<file path="config.mk">
export PLATFORM = sky130hd
export DESIGN_NAME = ext_timestamp_top
export DESIGN_NICKNAME = d
export VERILOG_FILES = /design/src/common/exttime_pkg.sv /design/src/common/ts_chan_if.sv /design/src/source/timestamp_fifo.sv /design/src/ext_logger/ts_arbiter.sv /design/src/ext_logger/ts_copy_engine.sv /design/src/ext_logger/ts_readout.sv /design/src/source/ext_timestamp_top.sv
export VERILOG_INCLUDE_DIRS = /design/src /design/src/common
export SDC_FILE = /design/constraint.sdc
export NUM_CORES = 1
export LEC_CHECK = 0
export BUFFER_PORTS_ARGS = -buffer_cell sky130_fd_sc_hd__buf_2
export CORE_ASPECT_RATIO = 0.5
export CORE_MARGIN = 5
export CORE_UTILIZATION = 42
export CTS_BUF_LIST = sky130_fd_sc_hd__clkbuf_4
export DETAILED_ROUTE_END_ITERATION = 10
export GPL_TIMING_DRIVEN = 1
export PLACE_DENSITY = 0.63
export SLEW_MARGIN = 20
export SYNTH_ARGS = -nofsm -noshare
export SYNTH_HDL_FRONTEND = slang
export SYNTH_SLANG_ARGS = --single-unit
</file>
<file path="constraint.sdc">
create_clock -name mclk -period 4.1 [get_ports mclk]
set_clock_uncertainty 0.2 [all_clocks]
set_input_delay 0.205 -clock mclk [delete_from_list [all_inputs] [get_ports mclk]]
set_output_delay 0.205 -clock mclk [all_outputs]
set_load 0.02 [all_outputs]
</file>
<file path="src/common/exttime_macros.svh">
//~~~~~~~~~~~~~~~~~~~~~~~~~~~~~~~~~~~~~~~~~~~~~~~~~~~~~~~~~~~~~~~~~~~~~~~~~~~~
// external timestamp logger sizes
// channel count, message length and record length of the logger
//~~~~~~~~~~~~~~~~~~~~~~~~~~~~~~~~~~~~~~~~~~~~~~~~~~~~~~~~~~~~~~~~~~~~~~~~~~~~
`ifndef EXTTIME_MACROS_SVH
`define EXTTIME_MACROS_SVH

// sensor channels feeding the logger
`define TS_NUM_CHN   4

// bytes per serialized timestamp message, byte 0 first
`define TS_MSG_BYTES 8

// 16-bit words in one record
// byte 7 of the message is replaced by the channel number
`define TS_BUF_WORDS 4

`endif

</file>
<file path="src/common/exttime_pkg.sv">
//~~~~~~~~~~~~~~~~~~~~~~~~~~~~~~~~~~~~~~~~~~~~~~~~~~~~~~~~~~~~~~~~~~~~~~~~~~~~
// external timestamp logger types
// byte, word and channel index types, FSM state encodings
//~~~~~~~~~~~~~~~~~~~~~~~~~~~~~~~~~~~~~~~~~~~~~~~~~~~~~~~~~~~~~~~~~~~~~~~~~~~~
`default_nettype none

package exttime_pkg;

    typedef logic [7:0]  ts_byte_t;     // one serialized message byte
    typedef logic [15:0] ts_word_t;     // one record word, host side
    typedef logic [1:0]  chn_idx_t;     // sensor channel number

    // per-channel capture FIFO
    typedef enum logic [1:0] {
        FF_EMPTY = 2'd0,                // waiting for strobe
        FF_FILL  = 2'd1,                // capturing bytes 0..7
        FF_FULL  = 2'd2,                // message held, not yet read
        FF_READ  = 2'd3                 // replay in progress
    } fifo_state_e;

    // shared copy path
    typedef enum logic [1:0] {
        CP_IDLE  = 2'd0,                // free for a grant
        CP_COPY  = 2'd1,                // reading granted FIFO
        CP_HOLD  = 2'd2                 // record waits for host readout
    } copy_state_e;

endpackage

`default_nettype wire

</file>
<file path="src/common/ts_chan_if.sv">
//~~~~~~~~~~~~~~~~~~~~~~~~~~~~~~~~~~~~~~~~~~~~~~~~~~~~~~~~~~~~~~~~~~~~~~~~~~~~
// timestamp channel interface
// links one capture FIFO to the arbiter and the copy engine
//~~~~~~~~~~~~~~~~~~~~~~~~~~~~~~~~~~~~~~~~~~~~~~~~~~~~~~~~~~~~~~~~~~~~~~~~~~~~
`timescale 1ns/100ps
`default_nettype none

interface ts_chan_if;
    import exttime_pkg::*;

    logic     full;                     // message captured and held
    ts_byte_t dout;                     // replay byte, one cycle after rd
    logic     rd;                       // advance replay pointer
    logic     rel;                      // release pulse, clears full

    modport fifo (
        output full,
        output dout,
        input  rd,
        input  rel
    );

    modport copier (
        input  dout,
        output rd,
        output rel
    );

    modport monitor (
        input  full                     // arbiter only looks at full
    );

endinterface

`default_nettype wire

</file>
<file path="src/source/timestamp_fifo.sv">
//~~~~~~~~~~~~~~~~~~~~~~~~~~~~~~~~~~~~~~~~~~~~~~~~~~~~~~~~~~~~~~~~~~~~~~~~~~~~
// timestamp capture FIFO
// captures one 8-byte message after its strobe and replays it on rd
//~~~~~~~~~~~~~~~~~~~~~~~~~~~~~~~~~~~~~~~~~~~~~~~~~~~~~~~~~~~~~~~~~~~~~~~~~~~~
`timescale 1ns/100ps
`default_nettype none
`include "exttime_macros.svh"

module timestamp_fifo (
    input  wire logic                 mclk,
    input  wire logic                 rst_n,
    input  wire logic                 en,     // channel enable, low empties FIFO
    input  wire logic                 stb,    // one cycle before byte 0
    input  wire exttime_pkg::ts_byte_t din,   // serialized message byte
    ts_chan_if.fifo                   chn
);
    import exttime_pkg::*;

    localparam int unsigned PTR_W = $clog2(`TS_MSG_BYTES);

    fifo_state_e      state;
    logic [PTR_W-1:0] wcnt;                   // capture byte counter
    logic [PTR_W-1:0] rptr;                   // replay pointer
    ts_byte_t         mem [`TS_MSG_BYTES];    // message storage
    ts_byte_t         dout_r;
    logic             rd_ok;

    assign rd_ok    = chn.rd && chn.full;     // rd only counts with a message
    assign chn.full = (state == FF_FULL) || (state == FF_READ);
    assign chn.dout = dout_r;

    always_ff @(posedge mclk) begin
        if (!rst_n || !en) begin
            state <= FF_EMPTY;
            wcnt  <= '0;
            rptr  <= '0;
        end else begin
            case (state)
                FF_EMPTY: if (stb) begin              // strobes elsewhere are dropped
                    state <= FF_FILL;
                    wcnt  <= '0;
                    rptr  <= '0;
                end
                FF_FILL: begin
                    wcnt <= wcnt + 1'b1;
                    if (wcnt == PTR_W'(`TS_MSG_BYTES - 1))
                        state <= FF_FULL;              // full from next cycle
                end
                FF_FULL: begin
                    if (chn.rel)    state <= FF_EMPTY;
                    else if (rd_ok) begin
                        state <= FF_READ;
                        rptr  <= rptr + 1'b1;
                    end
                end
                FF_READ: begin
                    if (chn.rel)    state <= FF_EMPTY;
                    else if (rd_ok) rptr  <= rptr + 1'b1;
                end
                default: state <= FF_EMPTY;
            endcase
        end
    end

    // payload path
    always_ff @(posedge mclk) begin
        if (state == FF_FILL) mem[wcnt] <= din;      // byte wcnt on din now
        if (rd_ok)            dout_r    <= mem[rptr]; // byte out one cycle later
    end

endmodule

`default_nettype wire

</file>
<file path="src/ext_logger/ts_arbiter.sv">
//~~~~~~~~~~~~~~~~~~~~~~~~~~~~~~~~~~~~~~~~~~~~~~~~~~~~~~~~~~~~~~~~~~~~~~~~~~~~
// copy path arbiter
// fixed priority, lowest-numbered full channel wins the copy engine
//~~~~~~~~~~~~~~~~~~~~~~~~~~~~~~~~~~~~~~~~~~~~~~~~~~~~~~~~~~~~~~~~~~~~~~~~~~~~
`timescale 1ns/100ps
`default_nettype none
`include "exttime_macros.svh"

module ts_arbiter (
    input  wire logic                  mclk,
    input  wire logic                  rst_n,
    ts_chan_if.monitor                 chn0,
    ts_chan_if.monitor                 chn1,
    ts_chan_if.monitor                 chn2,
    ts_chan_if.monitor                 chn3,
    input  wire logic                  idle,       // copy engine free
    output      logic                  grant_vld,
    output      exttime_pkg::chn_idx_t grant_chn
);
    import exttime_pkg::*;

    logic [`TS_NUM_CHN-1:0] full_w;
    logic                   any_full;
    chn_idx_t               win_chn;               // encoder result

    assign full_w   = {chn3.full, chn2.full, chn1.full, chn0.full};
    assign any_full = |full_w;

    // scan downwards so the lowest full index is the last one kept
    always_comb begin
        win_chn = '0;
        for (int i = `TS_NUM_CHN - 1; i >= 0; i--) begin
            if (full_w[i]) win_chn = chn_idx_t'(i);
        end
    end

    always_ff @(posedge mclk) begin
        if (!rst_n) begin
            grant_vld <= 1'b0;
            grant_chn <= '0;
        end else if (!grant_vld) begin
            if (idle && any_full) begin            // new grant only to idle engine
                grant_vld <= 1'b1;
                grant_chn <= win_chn;              // frozen for this copy
            end
        end else if (!idle) begin
            grant_vld <= 1'b0;                     // engine took it
        end
    end

endmodule

`default_nettype wire

</file>
<file path="src/ext_logger/ts_copy_engine.sv">
//~~~~~~~~~~~~~~~~~~~~~~~~~~~~~~~~~~~~~~~~~~~~~~~~~~~~~~~~~~~~~~~~~~~~~~~~~~~~
// timestamp copy engine
// moves the granted message into the 4 x 16 record buffer, puts the
// channel number over byte 7 and pulses the timestamp request
//~~~~~~~~~~~~~~~~~~~~~~~~~~~~~~~~~~~~~~~~~~~~~~~~~~~~~~~~~~~~~~~~~~~~~~~~~~~~
`timescale 1ns/100ps
`default_nettype none
`include "exttime_macros.svh"

module ts_copy_engine (
    input  wire logic                  mclk,
    input  wire logic                  rst_n,
    input  wire logic                  grant_vld,
    input  wire exttime_pkg::chn_idx_t grant_chn,
    output      logic                  idle,
    output      logic                  ts_req,    // one cycle, with the grant
    ts_chan_if.copier                  chn0,
    ts_chan_if.copier                  chn1,
    ts_chan_if.copier                  chn2,
    ts_chan_if.copier                  chn3,
    input  wire logic [1:0]            raddr,     // host word address
    output      exttime_pkg::ts_word_t rec_word,
    output      logic                  rec_rdy,
    input  wire logic                  rec_free   // last word read
);
    import exttime_pkg::*;

    localparam int unsigned CNT_W = $clog2(`TS_MSG_BYTES) + 1;

    copy_state_e      state;
    logic [CNT_W-1:0] cnt;                        // 0..7 read, 8 last byte
    chn_idx_t         sel_chn;                    // latched winner
    logic             rd_act;
    logic             rel_act;
    logic             wr_en;
    logic [1:0]       wr_idx;
    ts_byte_t         dout_w [`TS_NUM_CHN];
    ts_byte_t         cur_byte;
    ts_byte_t         prev_byte;                  // low byte of the pair
    ts_word_t         rec_buf [`TS_BUF_WORDS];

    assign dout_w[0] = chn0.dout;
    assign dout_w[1] = chn1.dout;
    assign dout_w[2] = chn2.dout;
    assign dout_w[3] = chn3.dout;
    assign cur_byte  = dout_w[sel_chn];           // 4:1 mux

    assign idle    = (state == CP_IDLE);
    assign ts_req  = idle && grant_vld;
    assign rec_rdy = (state == CP_HOLD);
    assign rd_act  = (state == CP_COPY) && (cnt < CNT_W'(`TS_MSG_BYTES));
    assign rel_act = (state == CP_COPY) && (cnt == CNT_W'(`TS_MSG_BYTES));

    assign chn0.rd  = rd_act  && (sel_chn == 2'd0);
    assign chn1.rd  = rd_act  && (sel_chn == 2'd1);
    assign chn2.rd  = rd_act  && (sel_chn == 2'd2);
    assign chn3.rd  = rd_act  && (sel_chn == 2'd3);
    assign chn0.rel = rel_act && (sel_chn == 2'd0);
    assign chn1.rel = rel_act && (sel_chn == 2'd1);
    assign chn2.rel = rel_act && (sel_chn == 2'd2);
    assign chn3.rel = rel_act && (sel_chn == 2'd3);

    // byte cnt-1 is on dout, odd bytes close a word
    assign wr_en  = (state == CP_COPY) && (cnt != '0) && !cnt[0];
    assign wr_idx = cnt[2:1] - 2'd1;              // cnt 8 wraps to word 3

    always_ff @(posedge mclk) begin
        if (!rst_n) begin
            state   <= CP_IDLE;
            cnt     <= '0;
            sel_chn <= '0;
        end else begin
            case (state)
                CP_IDLE: if (grant_vld) begin
                    state   <= CP_COPY;
                    cnt     <= '0;
                    sel_chn <= grant_chn;
                end
                CP_COPY: begin
                    cnt <= cnt + 1'b1;
                    if (rel_act) state <= CP_HOLD;  // record complete
                end
                CP_HOLD: if (rec_free) state <= CP_IDLE;
                default: state <= CP_IDLE;
            endcase
        end
    end

    always_ff @(posedge mclk) begin
        prev_byte <= cur_byte;
        if (wr_en) begin
            if (rel_act) rec_buf[wr_idx] <= {6'b0, sel_chn, prev_byte}; // byte 7 dropped
            else         rec_buf[wr_idx] <= {cur_byte, prev_byte};
        end
    end

    assign rec_word = rec_buf[raddr];

endmodule

`default_nettype wire

</file>
<file path="src/ext_logger/ts_readout.sv">
//~~~~~~~~~~~~~~~~~~~~~~~~~~~~~~~~~~~~~~~~~~~~~~~~~~~~~~~~~~~~~~~~~~~~~~~~~~~~
// host readout port
// ready flag, word address and buffer release for the record buffer
//~~~~~~~~~~~~~~~~~~~~~~~~~~~~~~~~~~~~~~~~~~~~~~~~~~~~~~~~~~~~~~~~~~~~~~~~~~~~
`timescale 1ns/100ps
`default_nettype none
`include "exttime_macros.svh"

module ts_readout (
    input  wire logic                  mclk,
    input  wire logic                  rst_n,
    input  wire logic                  rd_stb,    // host read strobe
    input  wire logic                  rec_rdy,   // record complete
    input  wire exttime_pkg::ts_word_t rec_word,
    output      logic [1:0]            raddr,
    output      logic                  rdy,
    output      exttime_pkg::ts_word_t rdata,
    output      logic                  rec_free   // pulse on fourth read
);

    logic rd_acc;                                 // accepted read
    logic last_word;

    assign rdy       = rec_rdy;                   // no extra latency to host
    assign rdata     = rec_word;                  // word at raddr, same cycle
    assign rd_acc    = rd_stb && rdy;             // strobes without rdy ignored
    assign last_word = (raddr == 2'(`TS_BUF_WORDS - 1));
    assign rec_free  = rd_acc && last_word;

    // raddr wraps back to word 0 with the release
    always_ff @(posedge mclk) begin
        if (!rst_n) begin
            raddr <= '0;
        end else if (rd_acc) begin
            if (last_word) raddr <= '0;
            else           raddr <= raddr + 1'b1;
        end
    end

endmodule

`default_nettype wire

</file>
<file path="src/source/ext_timestamp_top.sv">
//~~~~~~~~~~~~~~~~~~~~~~~~~~~~~~~~~~~~~~~~~~~~~~~~~~~~~~~~~~~~~~~~~~~~~~~~~~~~
// external timestamp logger top
// four capture FIFOs share one copy engine through a priority arbiter,
// host reads the 4 x 16 record through the readout port
//~~~~~~~~~~~~~~~~~~~~~~~~~~~~~~~~~~~~~~~~~~~~~~~~~~~~~~~~~~~~~~~~~~~~~~~~~~~~
`timescale 1ns/100ps
`default_nettype none
`include "exttime_macros.svh"

module ext_timestamp_top (
    input  wire logic                   mclk,
    input  wire logic                   rst_n,
    input  wire logic [`TS_NUM_CHN-1:0] en_chn,       // per-channel enable
    input  wire logic [`TS_NUM_CHN-1:0] ts_stb,       // message strobes
    input  wire exttime_pkg::ts_byte_t  ts_data_chn0,
    input  wire exttime_pkg::ts_byte_t  ts_data_chn1,
    input  wire exttime_pkg::ts_byte_t  ts_data_chn2,
    input  wire exttime_pkg::ts_byte_t  ts_data_chn3,
    input  wire logic                   rd_stb,
    output      logic                   ts_req,       // timestamp request
    output      logic                   rdy,
    output      exttime_pkg::ts_word_t  rdata
);
    import exttime_pkg::*;

    logic       idle;
    logic       grant_vld;
    chn_idx_t   grant_chn;
    logic [1:0] raddr;
    ts_word_t   rec_word;
    logic       rec_rdy;
    logic       rec_free;

    ts_chan_if chn0_if ();
    ts_chan_if chn1_if ();
    ts_chan_if chn2_if ();
    ts_chan_if chn3_if ();

    timestamp_fifo fifo0_i (.mclk(mclk), .rst_n(rst_n), .en(en_chn[0]), .stb(ts_stb[0]),
                            .din(ts_data_chn0), .chn(chn0_if.fifo));
    timestamp_fifo fifo1_i (.mclk(mclk), .rst_n(rst_n), .en(en_chn[1]), .stb(ts_stb[1]),
                            .din(ts_data_chn1), .chn(chn1_if.fifo));
    timestamp_fifo fifo2_i (.mclk(mclk), .rst_n(rst_n), .en(en_chn[2]), .stb(ts_stb[2]),
                            .din(ts_data_chn2), .chn(chn2_if.fifo));
    timestamp_fifo fifo3_i (.mclk(mclk), .rst_n(rst_n), .en(en_chn[3]), .stb(ts_stb[3]),
                            .din(ts_data_chn3), .chn(chn3_if.fifo));

    ts_arbiter arbiter_i (
        .mclk      (mclk),
        .rst_n     (rst_n),
        .chn0      (chn0_if.monitor),
        .chn1      (chn1_if.monitor),
        .chn2      (chn2_if.monitor),
        .chn3      (chn3_if.monitor),
        .idle      (idle),
        .grant_vld (grant_vld),
        .grant_chn (grant_chn)
    );

    ts_copy_engine copy_i (
        .mclk      (mclk),
        .rst_n     (rst_n),
        .grant_vld (grant_vld),
        .grant_chn (grant_chn),
        .idle      (idle),
        .ts_req    (ts_req),
        .chn0      (chn0_if.copier),
        .chn1      (chn1_if.copier),
        .chn2      (chn2_if.copier),
        .chn3      (chn3_if.copier),
        .raddr     (raddr),
        .rec_word  (rec_word),
        .rec_rdy   (rec_rdy),
        .rec_free  (rec_free)
    );

    ts_readout readout_i (
        .mclk      (mclk),
        .rst_n     (rst_n),
        .rd_stb    (rd_stb),
        .rec_rdy   (rec_rdy),
        .rec_word  (rec_word),
        .raddr     (raddr),
        .rdy       (rdy),
        .rdata     (rdata),
        .rec_free  (rec_free)
    );

endmodule

`default_nettype wire

</file>
==> Implementation_results.wiki <==
{| class="wikitable"
! Metric !! Value
|-
| Result of the run || finished, final reports clean
|-
| Mean number of vias per cell || 5.233
|-
| Cells along the critical path || mux4_2 -> buf_2
|-
| Netlist area before placement || 15780 um^2
|-
| Time the worst path needs with I/O delays and setup || around 2600 ps
|-
| Clk_lat worst skew || 770 ps
|-
| Area fraction of the dominant cell type after synthesis || 67.01%
|-
| Number of antenna violations at the first check in global routing || 1
|-
| Final HPWL DP || a little over 20 mm
|-
| Mean cell area of the mapped netlist || about 19 um^2
|-
| Arrival @ worst endpoint || about 2200 ps
|-
| Post-Synthesis Cells || 820
|-
| CP max-delay cell || sky130_fd_sc_hd__dfxtp_1
|-
| Class of the worst hold path || primary input to flip-flop
|-
| Number of synthesized flops with an enable pin || 352
|-
| Number of buffer cells added on primary ports || 60
|-
| Number of buffers between clock root and the deepest sink || 3
|-
| Maximum level of the CTS H-tree || 3
|-
| Worst relative slew slack || 33.85%
|-
| Fin Setup TNS || 0 ps
|-
| ANT nets after route || 0
|-
| Fmax || 386.1 MHz
|-
| Yosys warning count || 0
|-
| Drt initial violations || 750
|-
| Largest vdd supply drop || 0.1682 mV
|-
| TritonCTS clock tree || done
|-
| Category of the critical setup timing path || flip-flop to primary output
|-
| Post-synthesis sequential area ratio || 73.98%
|-
| Horiz. Die Dim || 284.1 um
|-
| Clock tree root driver cell || sky130_fd_sc_hd__clkbuf_4
|-
| I/O pin count || 61
|-
| DRC violation count after routing || 0
|-
| Largest fanout on the critical path || 16
|-
| Total clock buffers created by CTS || 94
|-
| Crit start category || flip-flop
|-
| Largest delay contributor family on the critical path || flip-flops
|-
| Final critical-path share of the clock period || 63.17%
|-
| Y dimension of the die || 147.0 um
|-
| Total iterations of the first detailed-routing run || 5
|-
| Async set-reset flop share out of synthesis || 0%
|-
| Number of pins with negative max-slew slack in the final report || 0
|-
| Yosys top cell by area || sky130_fd_sc_hd__edfxtp_1
|-
| Post-detailed-route wirelength per cell || 20.19 um
|-
| Flip-flop cell with the highest count after synthesis || sky130_fd_sc_hd__edfxtp_1
|-
| Initial standard-cell utilization of the core || 42.38%
|-
| Transition time at the pin with the least slew margin || 988.6 ps
|-
| Post-synthesis to final-layout area growth || 17.94%
|-
| R2R setup slack || 1630 ps
|-
| Residual overflow from global routing || 0
|-
| CORE AREA || 37220 um^2
|-
| Most area-consuming cells after synthesis || sky130_fd_sc_hd__edfxtp_1, sky130_fd_sc_hd__mux4_2, sky130_fd_sc_hd__dfxtp_1, sky130_fd_sc_hd__mux2_2, sky130_fd_sc_hd__ha_1
|-
| RSZ-0062 raised after global routing || false
|-
| Pwr dens || 432.1 nW/um^2
|-
| Critical path required time || about 3700 ps
|-
| Maxcap violations || 0
|-
| Resized Gates After CTS || 0
|-
| Post-Syn Nets || 878
|-
| Delay contributed by the slowest stage of the critical path || between 800 and 900 ps
|-
| Total Wirelength || roughly 32 mm
|-
| Aggregate global-route resource usage || 15.56%
|-
| Cell row count || 50
|-
| Crit end category || primary output
|-
| Total Power Consumption || 8040 uW
|-
| Final #Nets || 1069
|-
| Clock input transition at the sequential cells of the worst setup and hold paths || 70 ps
|-
| Maximum number of pins on one net before global-route repair || 21
|-
| Sink Count || 407
|-
| Final count of negative-setup-slack endpoints || 0
|-
| Number of synthesized register bits || between 400 and 500
|-
| Via count of the first global-routing pass || roughly 8600
|-
| Die area || approximately 42000 um^2
|-
| First-pass GRT wire length || 49.87 mm
|-
| Unique masters post-synth || 51
|-
| Overall via count from detail_route || 8274
|-
| Share of cells above drive strength 1 || 34.71%
|-
| Placer's final routability congestion estimate || between 0.7 and 0.8
|-
| Number of buffer and inverter stages on the critical path || 1
|-
| Leakage || 0.006022 uW
|-
| Number of failing hold endpoints at the final stage || 0
|}
==> cells by family after synthesis <==
group | synth area share (%)
adders and majority gates | 1.190
and+or+nand+nor | 5.068
buffers and inverters | 1.364
DFF | 73.98
AOI/OAI and AO/OA | 3.085
muxes | 15.31
==> worst reg2reg max path, delay by kind of cell (launching register included) <==
family        cells  cell delay (ps)
flops             1              850
simple gates      2             1020
==> registers in the layout, summed over array words and instances (netlist names), 64 cells and up, named ones only <==
| signal | count |
|---|---|
| copy_i.rec_buf | 64 |
| fifo0_i.mem | 64 |
| fifo2_i.mem | 64 |
| fifo1_i.mem | 64 |
| fifo3_i.mem | 64 |
==> worst paths after layout <==
check,start,end,cells past startpoint
worst max-delay path,flip-flop,rdata[11],2
worst min-delay path,ts_data_chn1[6],fifo1_i.mem[5][6],2
worst max register to register,copy_i.sel_chn[0],fifo3_i.chn.dout[5],2
worst min register to register,arbiter_i.grant_chn[1],copy_i.sel_chn[1],2
==> layout by cell type (no fill, tap or decap), types with 9 or more instances in the layout <==
cell and n:
sky130_fd_sc_hd__a21oi_1 25, sky130_fd_sc_hd__buf_2 60, sky130_fd_sc_hd__buf_4 11, sky130_fd_sc_hd__clkbuf_4 150, sky130_fd_sc_hd__clkinv_1 14, sky130_fd_sc_hd__dfxtp_1 55, sky130_fd_sc_hd__dlygate4sd3_1 63, sky130_fd_sc_hd__edfxtp_1 352
sky130_fd_sc_hd__ha_1 15, sky130_fd_sc_hd__inv_1 9, sky130_fd_sc_hd__mux2_2 34, sky130_fd_sc_hd__mux4_2 88, sky130_fd_sc_hd__nand2_1 30, sky130_fd_sc_hd__nand2b_1 9, sky130_fd_sc_hd__nor2_1 39, sky130_fd_sc_hd__nor3_2 10
==> report_power, final <==
group / internal [uW] / leakage (uW) / total (uW) / switching (uW)
combinational: 80.8 / 0.00167 / 167 / 86.3
sequential: 4490 / 0.00358 / 4500 / 6.30
clock: 1850 / 0.000773 / 3370 / 1530
==> synthesized netlist by cell type (all sizes together), types with 9 or more instances <==
cell type / n
edfxtp: 352
mux4: 88
dfxtp: 55
nor2: 39
mux2: 34
nand2: 30
a21oi: 26
buf: 22
clkbuf: 17
ha: 15
nor3: 13
inv: 9
nand2b: 9
==> final cells by class <==
class	count	area (um^2)
fillers	3060	18620
flip-flops and latches	407	11670
multi-input cells	364	3971
clock buffers	150	1126
repair buffers	134	1013
well taps	494	618.1
clock inverters	21	165.2
inverters	10	37.54
diodes	1	2.502
==> per-layer routing <==
metal	track usage [%]	vias up	wire [um]
met5	0	-	0
met4	5.205	0	556
met3	3.767	48	1408
met1	21.17	4245	14330
li1	-	3795	-
met2	25.00	186	15620
==> repair_timing <==
item,CTS,global route
endpoints found under the setup margin,0,0
endpoints found under the hold margin,303,0
hold buffers,63,0
setup buffers,0,0
==> metrics by stage <==
| stage | setup slack (ps) | instance area [um^2] | utilization, % | instances | hold WS (ps) |
|---|---|---|---|---|---|
| 6_report | 1510 | 18610 | 49.98 | 1581 | 74.29 |
| 4_1_cts | 1351 | 18600 | 49.98 | 1580 | 0.3282 |
| 3_3_place_gp | 1675 | 16680 | 44.81 | 1346 | 244.7 |
| 2_1_floorplan | 808.9 | 15780 | - | 820 | 103.9 |
| 5_1_grt | 1323 | 18610 | 49.98 | 1581 | 35.04 |
| 3_5_place_dp | 1647 | 16680 | 44.81 | 1346 | 254.6 |
Power figures use the tool's default switching activity.
